==> config.mk <==
export PLATFORM = sky130hd
export DESIGN_NAME = square_follow_obstacle
export DESIGN_NICKNAME = d
export VERILOG_FILES = /design/src/logic/field_geometry_pkg.sv /design/src/logic/obstacle_phase_pkg.sv /design/src/logic/hole_sequencer.sv /design/src/logic/obstacle_launch_ctrl.sv /design/src/logic/square_follow_obstacle.sv /design/src/logic/wall_renderer.sv
export SDC_FILE = /design/constraint.sdc
export NUM_CORES = 1
export LEC_CHECK = 0
export BUFFER_PORTS_ARGS = -buffer_cell sky130_fd_sc_hd__buf_2
export CORE_MARGIN = 3
export CORE_UTILIZATION = 30
export DETAILED_ROUTE_END_ITERATION = 10
export SYNTH_ARGS = -nofsm -noshare
export SYNTH_HDL_FRONTEND = slang
export SYNTH_HIERARCHICAL = 1
export SYNTH_SLANG_ARGS = --single-unit
==> constraint.sdc <==
create_clock -name clk -period 3.7 [get_ports clk]
set_input_delay 0.74 -clock clk [delete_from_list [all_inputs] [get_ports clk]]
set_output_delay 0.74 -clock clk [all_outputs]
set_load 0.01 [all_outputs]
==> src/logic/field_geometry_pkg.sv <==
package field_geometry_pkg;

    ////////////////////////////////////////////////////////////////////////////
    // raster types
    ////////////////////////////////////////////////////////////////////////////

    // screen position, wide enough for the full raster
    typedef logic [11:0] coord_t;

    // 4:4:4 colour, red in the top nibble
    typedef logic [11:0] rgb_t;

    ////////////////////////////////////////////////////////////////////////////
    // play field
    ////////////////////////////////////////////////////////////////////////////

    // the walls are drawn on these lines and everything between them,
    // the field is square, 300 x 300 pixels
    localparam coord_t FIELD_TOP    = 12'd317;
    localparam coord_t FIELD_BOTTOM = 12'd617;
    localparam coord_t FIELD_LEFT   = 12'd361;
    localparam coord_t FIELD_RIGHT  = 12'd661;

    ////////////////////////////////////////////////////////////////////////////
    // colours
    ////////////////////////////////////////////////////////////////////////////

    localparam rgb_t WALL_RGB = 12'hfff;    // white

endpackage

==> src/logic/obstacle_phase_pkg.sv <==
package obstacle_phase_pkg;

    ////////////////////////////////////////////////////////////////////////////
    // hole motion phases
    ////////////////////////////////////////////////////////////////////////////

    // order matters, the sequencer walks down this list
    typedef enum logic [2:0] {
        IDLE,               // no obstacle on screen
        CLOSE_IN,           // all four walls move inward
        SHIFT_RIGHT_UP,     // hole travels to the upper right corner
        SHIFT_DOWN,         // hole drops to the bottom wall
        SHIFT_LEFT_UP,      // diagonal run back to the top, fast
        SHRINK_LEFT,        // right and bottom walls close in
        SHIFT_DOWN_MID,     // hole drops to mid height, fast
        SHIFT_CENTER        // hole slides right to the centre, fast
    } phase_t;

    ////////////////////////////////////////////////////////////////////////////
    // launch and timing
    ////////////////////////////////////////////////////////////////////////////

    // menu value that picks this obstacle
    localparam logic [3:0] OBSTACLE_LEVEL = 4'd3;

    // cycles per one pixel step at normal rate
    localparam integer STEP_CYCLES_DEF = 3200001;

    // cycles the hole rests at a phase target
    localparam integer HOLD_CYCLES_DEF = 32000000;

    // both timers must hold HOLD_CYCLES_DEF - 1
    localparam integer TIMER_W = 26;

    typedef logic [TIMER_W-1:0] timer_t;

endpackage

==> src/logic/hole_sequencer.sv <==
`timescale 1ns/1ps

module hole_sequencer
    import field_geometry_pkg::*, obstacle_phase_pkg::*;
#(
    parameter integer step_cycles = STEP_CYCLES_DEF,
    parameter integer hold_cycles = HOLD_CYCLES_DEF
) (
    input  logic   clk,
    input  logic   rst,
    input  logic   launch,
    input  logic   abort,
    output coord_t hole_top,
    output coord_t hole_bottom,
    output coord_t hole_left,
    output coord_t hole_right,
    output logic   active,
    output logic   working,
    output logic   done
);

    // timers count from zero, so compare against period - 1
    localparam timer_t STEP_LAST = timer_t'(step_cycles - 1);
    localparam timer_t FAST_LAST = timer_t'((step_cycles + 1) / 2 - 1);
    localparam timer_t HOLD_LAST = timer_t'(hold_cycles - 1);

    // phase targets
    localparam coord_t CLOSE_IN_TOP    = FIELD_TOP + 12'd125;
    localparam coord_t SHRINK_RIGHT    = FIELD_LEFT + 12'd40;
    localparam coord_t DOWN_MID_TOP    = FIELD_TOP + 12'd130;
    localparam coord_t CENTER_LEFT     = FIELD_LEFT + 12'd130;

    phase_t phase, phase_nxt, phase_after;
    timer_t step_cnt, step_nxt;
    timer_t hold_cnt, hold_nxt;
    logic   at_target;
    logic   fast;
    logic   done_nxt;

    coord_t top_nxt, bottom_nxt, left_nxt, right_nxt;
    coord_t top_step, bottom_step, left_step, right_step;    // edges after one step

    ////////////////////////////////////////////////////////////////////////////
    // phase table
    ////////////////////////////////////////////////////////////////////////////

    always_comb begin
        at_target   = 1'b0;
        fast        = 1'b0;
        phase_after = IDLE;
        top_step    = hole_top;
        bottom_step = hole_bottom;
        left_step   = hole_left;
        right_step  = hole_right;
        case (phase)
            CLOSE_IN: begin
                at_target   = hole_top >= CLOSE_IN_TOP;
                phase_after = SHIFT_RIGHT_UP;
                top_step    = hole_top + 12'd1;
                bottom_step = hole_bottom - 12'd1;
                left_step   = hole_left + 12'd1;
                right_step  = hole_right - 12'd1;
            end
            SHIFT_RIGHT_UP: begin
                at_target   = hole_right >= FIELD_RIGHT;
                phase_after = SHIFT_DOWN;
                top_step    = hole_top - 12'd1;
                bottom_step = hole_bottom - 12'd1;
                left_step   = hole_left + 12'd1;
                right_step  = hole_right + 12'd1;
            end
            SHIFT_DOWN: begin
                at_target   = hole_bottom >= FIELD_BOTTOM;
                phase_after = SHIFT_LEFT_UP;
                top_step    = hole_top + 12'd1;
                bottom_step = hole_bottom + 12'd1;
            end
            SHIFT_LEFT_UP: begin
                at_target   = hole_top <= FIELD_TOP;
                fast        = 1'b1;
                phase_after = SHRINK_LEFT;
                top_step    = hole_top - 12'd1;
                bottom_step = hole_bottom - 12'd1;
                left_step   = hole_left - 12'd1;
                right_step  = hole_right - 12'd1;
            end
            SHRINK_LEFT: begin
                at_target   = hole_right <= SHRINK_RIGHT;
                phase_after = SHIFT_DOWN_MID;
                bottom_step = hole_bottom - 12'd1;
                right_step  = hole_right - 12'd1;
            end
            SHIFT_DOWN_MID: begin
                at_target   = hole_top >= DOWN_MID_TOP;
                fast        = 1'b1;
                phase_after = SHIFT_CENTER;
                top_step    = hole_top + 12'd1;
                bottom_step = hole_bottom + 12'd1;
            end
            SHIFT_CENTER: begin
                at_target   = hole_left >= CENTER_LEFT;
                fast        = 1'b1;
                phase_after = IDLE;         // end of the run
                left_step   = hole_left + 12'd1;
                right_step  = hole_right + 12'd1;
            end
            default: ;
        endcase
    end

    ////////////////////////////////////////////////////////////////////////////
    // next state
    ////////////////////////////////////////////////////////////////////////////

    always_comb begin
        phase_nxt  = phase;
        step_nxt   = step_cnt;
        hold_nxt   = hold_cnt;
        done_nxt   = 1'b0;
        top_nxt    = hole_top;
        bottom_nxt = hole_bottom;
        left_nxt   = hole_left;
        right_nxt  = hole_right;

        if (phase == IDLE) begin
            step_nxt = '0;
            hold_nxt = '0;
            if (launch) begin
                phase_nxt  = CLOSE_IN;
                top_nxt    = FIELD_TOP + 12'd1;     // one pixel in from each wall
                bottom_nxt = FIELD_BOTTOM - 12'd1;
                left_nxt   = FIELD_LEFT + 12'd1;
                right_nxt  = FIELD_RIGHT - 12'd1;
            end
        end else if (abort) begin
            phase_nxt = IDLE;
            step_nxt  = '0;
            hold_nxt  = '0;
        end else if (at_target) begin
            step_nxt = '0;
            if (hold_cnt >= HOLD_LAST) begin
                phase_nxt = phase_after;
                hold_nxt  = '0;
                done_nxt  = (phase == SHIFT_CENTER);
            end else begin
                hold_nxt = hold_cnt + 1'b1;
            end
        end else if (step_cnt >= (fast ? FAST_LAST : STEP_LAST)) begin
            step_nxt   = '0;
            top_nxt    = top_step;
            bottom_nxt = bottom_step;
            left_nxt   = left_step;
            right_nxt  = right_step;
        end else begin
            step_nxt = step_cnt + 1'b1;
        end
    end

    always_ff @(posedge clk) begin
        if (rst) begin
            phase    <= IDLE;
            step_cnt <= '0;
            hold_cnt <= '0;
            working  <= 1'b0;
            done     <= 1'b0;
        end else begin
            phase    <= phase_nxt;
            step_cnt <= step_nxt;
            hold_cnt <= hold_nxt;
            working  <= (phase_nxt != IDLE);
            done     <= done_nxt;
        end
    end

    // hole edges, loaded at launch and moved one pixel per step
    always_ff @(posedge clk) begin
        hole_top    <= top_nxt;
        hole_bottom <= bottom_nxt;
        hole_left   <= left_nxt;
        hole_right  <= right_nxt;
    end

    assign active = (phase != IDLE);

endmodule

==> src/logic/obstacle_launch_ctrl.sv <==
`timescale 1ns/1ps

module obstacle_launch_ctrl
    import obstacle_phase_pkg::*;
(
    input  logic       clk,
    input  logic       rst,
    input  logic       done_in,
    input  logic [3:0] selected,
    input  logic       play_selected,
    input  logic       menu_on,
    output logic       launch,
    output logic       abort
);

    logic done_prev;        // done_in one cycle ago
    logic done_rise;
    logic level_ok;

    ////////////////////////////////////////////////////////////////////////////
    // menu decode
    ////////////////////////////////////////////////////////////////////////////

    // only the first cycle of done_in counts, a held level must not
    // restart the obstacle once it has finished
    assign done_rise = done_in && !done_prev;

    assign level_ok = (selected == OBSTACLE_LEVEL) && play_selected;

    ////////////////////////////////////////////////////////////////////////////
    // registered outputs
    ////////////////////////////////////////////////////////////////////////////

    always_ff @(posedge clk) begin
        if (rst) begin
            done_prev <= 1'b0;
            launch    <= 1'b0;
            abort     <= 1'b0;
        end else begin
            done_prev <= done_in;
            launch    <= done_rise && level_ok;     // one cycle pulse
            abort     <= menu_on || !play_selected; // level, held while true
        end
    end

endmodule

==> src/logic/square_follow_obstacle.sv <==
`timescale 1ns/1ps

module square_follow_obstacle
    import field_geometry_pkg::*, obstacle_phase_pkg::*;
#(
    parameter integer step_cycles = STEP_CYCLES_DEF,
    parameter integer hold_cycles = HOLD_CYCLES_DEF
) (
    input  logic       clk,
    input  logic       rst,
    input  coord_t     hcount,
    input  coord_t     vcount,
    input  rgb_t       rgb_in,
    input  logic       done_in,
    input  logic [3:0] selected,
    input  logic       play_selected,
    input  logic       menu_on,
    output rgb_t       rgb_out,
    output coord_t     obstacle_x,
    output coord_t     obstacle_y,
    output logic       working,
    output logic       done
);

    logic   launch, abort;
    logic   active;
    coord_t hole_top, hole_bottom, hole_left, hole_right;

    // menu side
    obstacle_launch_ctrl u_launch_ctrl (
        .clk(clk), .rst(rst),
        .done_in(done_in), .selected(selected),
        .play_selected(play_selected), .menu_on(menu_on),
        .launch(launch), .abort(abort)
    );

    hole_sequencer #(
        .step_cycles(step_cycles),
        .hold_cycles(hold_cycles)
    ) u_hole_sequencer (
        .clk(clk), .rst(rst),
        .launch(launch), .abort(abort),
        .hole_top(hole_top), .hole_bottom(hole_bottom),
        .hole_left(hole_left), .hole_right(hole_right),
        .active(active), .working(working), .done(done)
    );

    // pixel side
    wall_renderer u_wall_renderer (
        .clk(clk), .rst(rst),
        .hcount(hcount), .vcount(vcount), .rgb_in(rgb_in),
        .hole_top(hole_top), .hole_bottom(hole_bottom),
        .hole_left(hole_left), .hole_right(hole_right),
        .active(active),
        .rgb_out(rgb_out), .obstacle_x(obstacle_x), .obstacle_y(obstacle_y)
    );

endmodule

==> src/logic/wall_renderer.sv <==
`timescale 1ns/1ps

module wall_renderer
    import field_geometry_pkg::*;
(
    input  logic   clk,
    input  logic   rst,
    input  coord_t hcount,
    input  coord_t vcount,
    input  rgb_t   rgb_in,
    input  coord_t hole_top,
    input  coord_t hole_bottom,
    input  coord_t hole_left,
    input  coord_t hole_right,
    input  logic   active,
    output rgb_t   rgb_out,
    output coord_t obstacle_x,
    output coord_t obstacle_y
);

    logic in_field;
    logic outside_hole;
    logic wall;

    ////////////////////////////////////////////////////////////////////////////
    // wall test
    ////////////////////////////////////////////////////////////////////////////

    assign in_field = (hcount >= FIELD_LEFT) && (hcount <= FIELD_RIGHT) &&
                      (vcount >= FIELD_TOP)  && (vcount <= FIELD_BOTTOM);

    // edge lines themselves belong to the wall
    assign outside_hole = (vcount <= hole_top)   ||
                          (vcount >= hole_bottom) ||
                          (hcount >= hole_right)  ||
                          (hcount <= hole_left);

    assign wall = active && in_field && outside_hole;

    ////////////////////////////////////////////////////////////////////////////
    // output register
    ////////////////////////////////////////////////////////////////////////////

    always_ff @(posedge clk) begin
        if (rst) begin
            rgb_out    <= '0;
            obstacle_x <= '0;
            obstacle_y <= '0;
        end else if (wall) begin
            rgb_out    <= WALL_RGB;
            obstacle_x <= hcount;   // tells the player logic where the wall is
            obstacle_y <= vcount;
        end else begin
            rgb_out    <= rgb_in;   // background passes through
            obstacle_x <= '0;
            obstacle_y <= '0;
        end
    end

endmodule

==> impl_metrics.ini <==
[run_status]
status = completed

[hold_path]
min_to = u_hole_sequencer/hold_cnt[24]
hold_depth = 2
hp-class = register to register
hold_start = u_hole_sequencer/hold_cnt[24]

[logic_synthesis]
synth_area_leaders = dfxtp_1 (21%), edfxtp_1 (16%), ha_1 (14%)
synthFlopType = dfxtp_1
synth_edf_count = 48
yosysTopAreaCell = dfxtp_1
ys_types = 74
synth_area_um2 = 8987
synth_most_common_cell = nor2_1
syn-instance-count = 990
synth_async_sr_flop_share_pct = 0
netlist.area_leader.share_pct = 21.38
synth-warning-count = 6
yosysSeqAreaShare_pct = 37.42
synth_commonest_cells = nor2_1 (103), ha_1 (97), dfxtp_1 (96), inv_1 (82), nand2_1 (58)
synth-seq-cells = 144
avgSynthCellArea_um2 = 9.078

[clock_tree]
cts_root_buf = clkbuf_16
h-tree-depth = 4
cts_buffers = 17
cts_setup_buffers = 0
hold_buffers = 0
clk_latency_ns = 0.42
path_clk_slew_ns = 0.06
cts_tree = yes
clk_path_buf_depth = 2
clkSinkCount = 144

[pwr]
p_per_area_nw_per_um2 = 341.1
p_total_mw = 3.583
leakage_nw = 4.398
ir_drop_mv = 0.2555

[cells_and_area]
area_growth_pct = 16.86
postLayoutCellArea_um2 = 10500
nNetsFinal = 1231
layout-drive-gt1-share_pct = 13.11
antenna_cells = 0

[placed_design]
pre_cts_ws_ns = 0.2771
io_buffers = 82
gp_congestion = 0.7987
dp_hpwl_um = 15620
place_area_um2 = 9883

[floorplanning]
ios = 83
dieArea_um2 = 32070
die_h_um = 179.1
initial_core_util_pct = 30.89
num_rows = 62
die_w_um = 179.1
core_area_um2 = 29090

[flow_run]
drv_cap = 0

[global_route]
top_usage_layer = met2
grt_remaining_overflow = 0
met2_usage_pct = 20.69
grt_pass1_vias = 6866
grt_util_met1_pct = 18.47
grt_usage_pct = 13.23
gr-usage-met3_pct = 3.134
grt_pass1_wl_um = 34130
grt_max_degree = 33
antenna_found_initial = 0

[drt]
first_pass_iters = 5
drt-wirelength-per-cell_um = 14.05
routed_wl_um = 20830
ant_nets = 0
via_count = 7291
post-route-drc-count = 0
first_iter_violations = 478
vias_per_cell = 4.920

[sta]
fin_ws_ns = 0.3612
max_freq_mhz = 299.5
rsz0062_at_grt = no
post-route-min-period_ns = 3.339
maxSlewHeadroom_pct = 25.97
tightest_slew_ns = 1.110
fin_skew_ns = 0.009572
setup_viol = 0
post-route-period-util_pct = 90.24
setup_tns_ns = 0
drv_slew = 0
hold_violations = 0

[critical_path]
worstPathCellList = nand2b_1 -> o21ai_0 -> inv_1 -> ha_1 -> a21o_1 -> a21oi_1 -> o21a_1 -> o31ai_1 -> o41ai_1 -> xnor2_1 -> nor2_1
crit_path_end_kind = register
crit_family = compound AO/OA/AOI/OAI gates
required_ns = 3.87
max_stage_delay_ns = 0.61
rrSetupSlack_ns = 0.36
critPathBufInv = 1
start_kind = register
timing.rr.end = u_hole_sequencer/hole_left[11]
critPathArrivalTime_ns = 3.51
path_max_fanout = 14
r2r_start = u_hole_sequencer/phase[1]
reg2reg_depth = 11
path_class = register to register
critPathSlowestCell = dfxtp_1
## metal layers
| layer | wire, um | vias to the layer above |
|---|---|---|
| met5 | 0 | - |
| met4 | 189 | 0 |
| met3 | 1331 | 12 |
| met2 | 8878 | 191 |
| met1 | 10430 | 3375 |
| li1 | - | 3713 |
## tightest hold or removal path, stage by stage, from the launching register on
cell and delay, ns:
dfxtp_1 0.33, a41oi_1 0.05, nor2_1 0.07
## placed cells by master, fill, tap and decap left out, drive strengths merged, types with 5 or more instances in the layout
cell     instances
ha              97
o31ai           10
or2              6
nand2b           9
buf             96
and3            18
nand2           58
clkbuf          23
nor2           104
xor2            45
clkinv           6
and2            34
o211ai          15
conb             7
a31oi            7
a21oi           49
nand3           32
nand4           17
a21o            26
or3              8
inv             85
mux2i            5
o2111ai          9
nor2b           18
o21ai           41
nor3            31
dfxtp           96
o21a             6
edfxtp          48
xnor2           30
nor4             5
## sequential cells by signal, indices dropped and copies added (netlist names)
signal and flops:
u_wall_renderer/obstacle_x 12, u_hole_sequencer/phase 3, u_launch_ctrl/launch 1, u_hole_sequencer/hold_cnt 26
u_launch_ctrl/done_prev 1, u_hole_sequencer/hole_left 12, u_hole_sequencer/done 1, u_wall_renderer/rgb_out 12
u_hole_sequencer/hole_right 12, u_hole_sequencer/hole_top 12, u_wall_renderer/obstacle_y 12, u_hole_sequencer/working 1
u_hole_sequencer/hole_bottom 12, u_hole_sequencer/step_cnt 26, u_launch_ctrl/abort 1
## worst max path at each step
stage          depth (start not counted)                          endpoint                       from  slack (ns)
4_1_cts                               12     u_hole_sequencer/hole_left[0]  u_hole_sequencer/phase[1]        0.26
2_1_floorplan                         12   u_hole_sequencer/hole_right[11]  u_hole_sequencer/phase[2]        0.42
3_5_place_dp                          12     u_hole_sequencer/hole_left[6]  u_hole_sequencer/phase[1]        0.28
5_1_grt                               10  u_hole_sequencer/hole_bottom[11]  u_hole_sequencer/phase[2]        0.05
3_3_place_gp                          12     u_hole_sequencer/hole_left[6]  u_hole_sequencer/phase[1]        0.38
6_report                              11    u_hole_sequencer/hole_left[11]  u_hole_sequencer/phase[1]        0.36
## layout make-up
cell class,count,area (um^2)
Fill cell,2961,18590
Clock inverter,9,92.59
Inverter,83,311.5
Tap cell,384,480.5
Timing Repair Buffer,96,515.5
Clock buffer,23,521.8
Sequential cell,144,3363
Multi-Input combinational cell,743,5218
## power by group
part,total [mW],switching (mW),internal (mW)
Sequential,1.65,0.00788,1.64
Clock,1.75,0.684,1.07
Combinational,0.180,0.103,0.0774
## logic make-up after synthesis
logic type	count (synthesis)	share of synthesized area, %
and+or+nand+nor	357	20.19
AOI/OAI and AO/OA	198	15.20
DFF	144	37.42
buffers and inverters	108	4.845
adders and majority gates	101	14.40
xor gates and xnor gates	75	7.309
muxes	5	0.5569
other	2	0.08356
## what timing repair did
item                                    in CTS  in global routing
endpoints found under the setup margin       0                 24
endpoints found under the hold margin        0                  0
gates resized for setup                      0                  1
## per-stage QoR
step	instances	hold WS, ns	utilization, %
after global placement	1450	0.4482	33.97
after detailed placement	1450	0.4667	33.97
after CTS	1482	0.4767	36.09
after floorplan	995	0.4318	-
final	1482	0.4744	36.10
after global routing	1482	0.4994	36.10
Power figures use the tool's default switching activity.
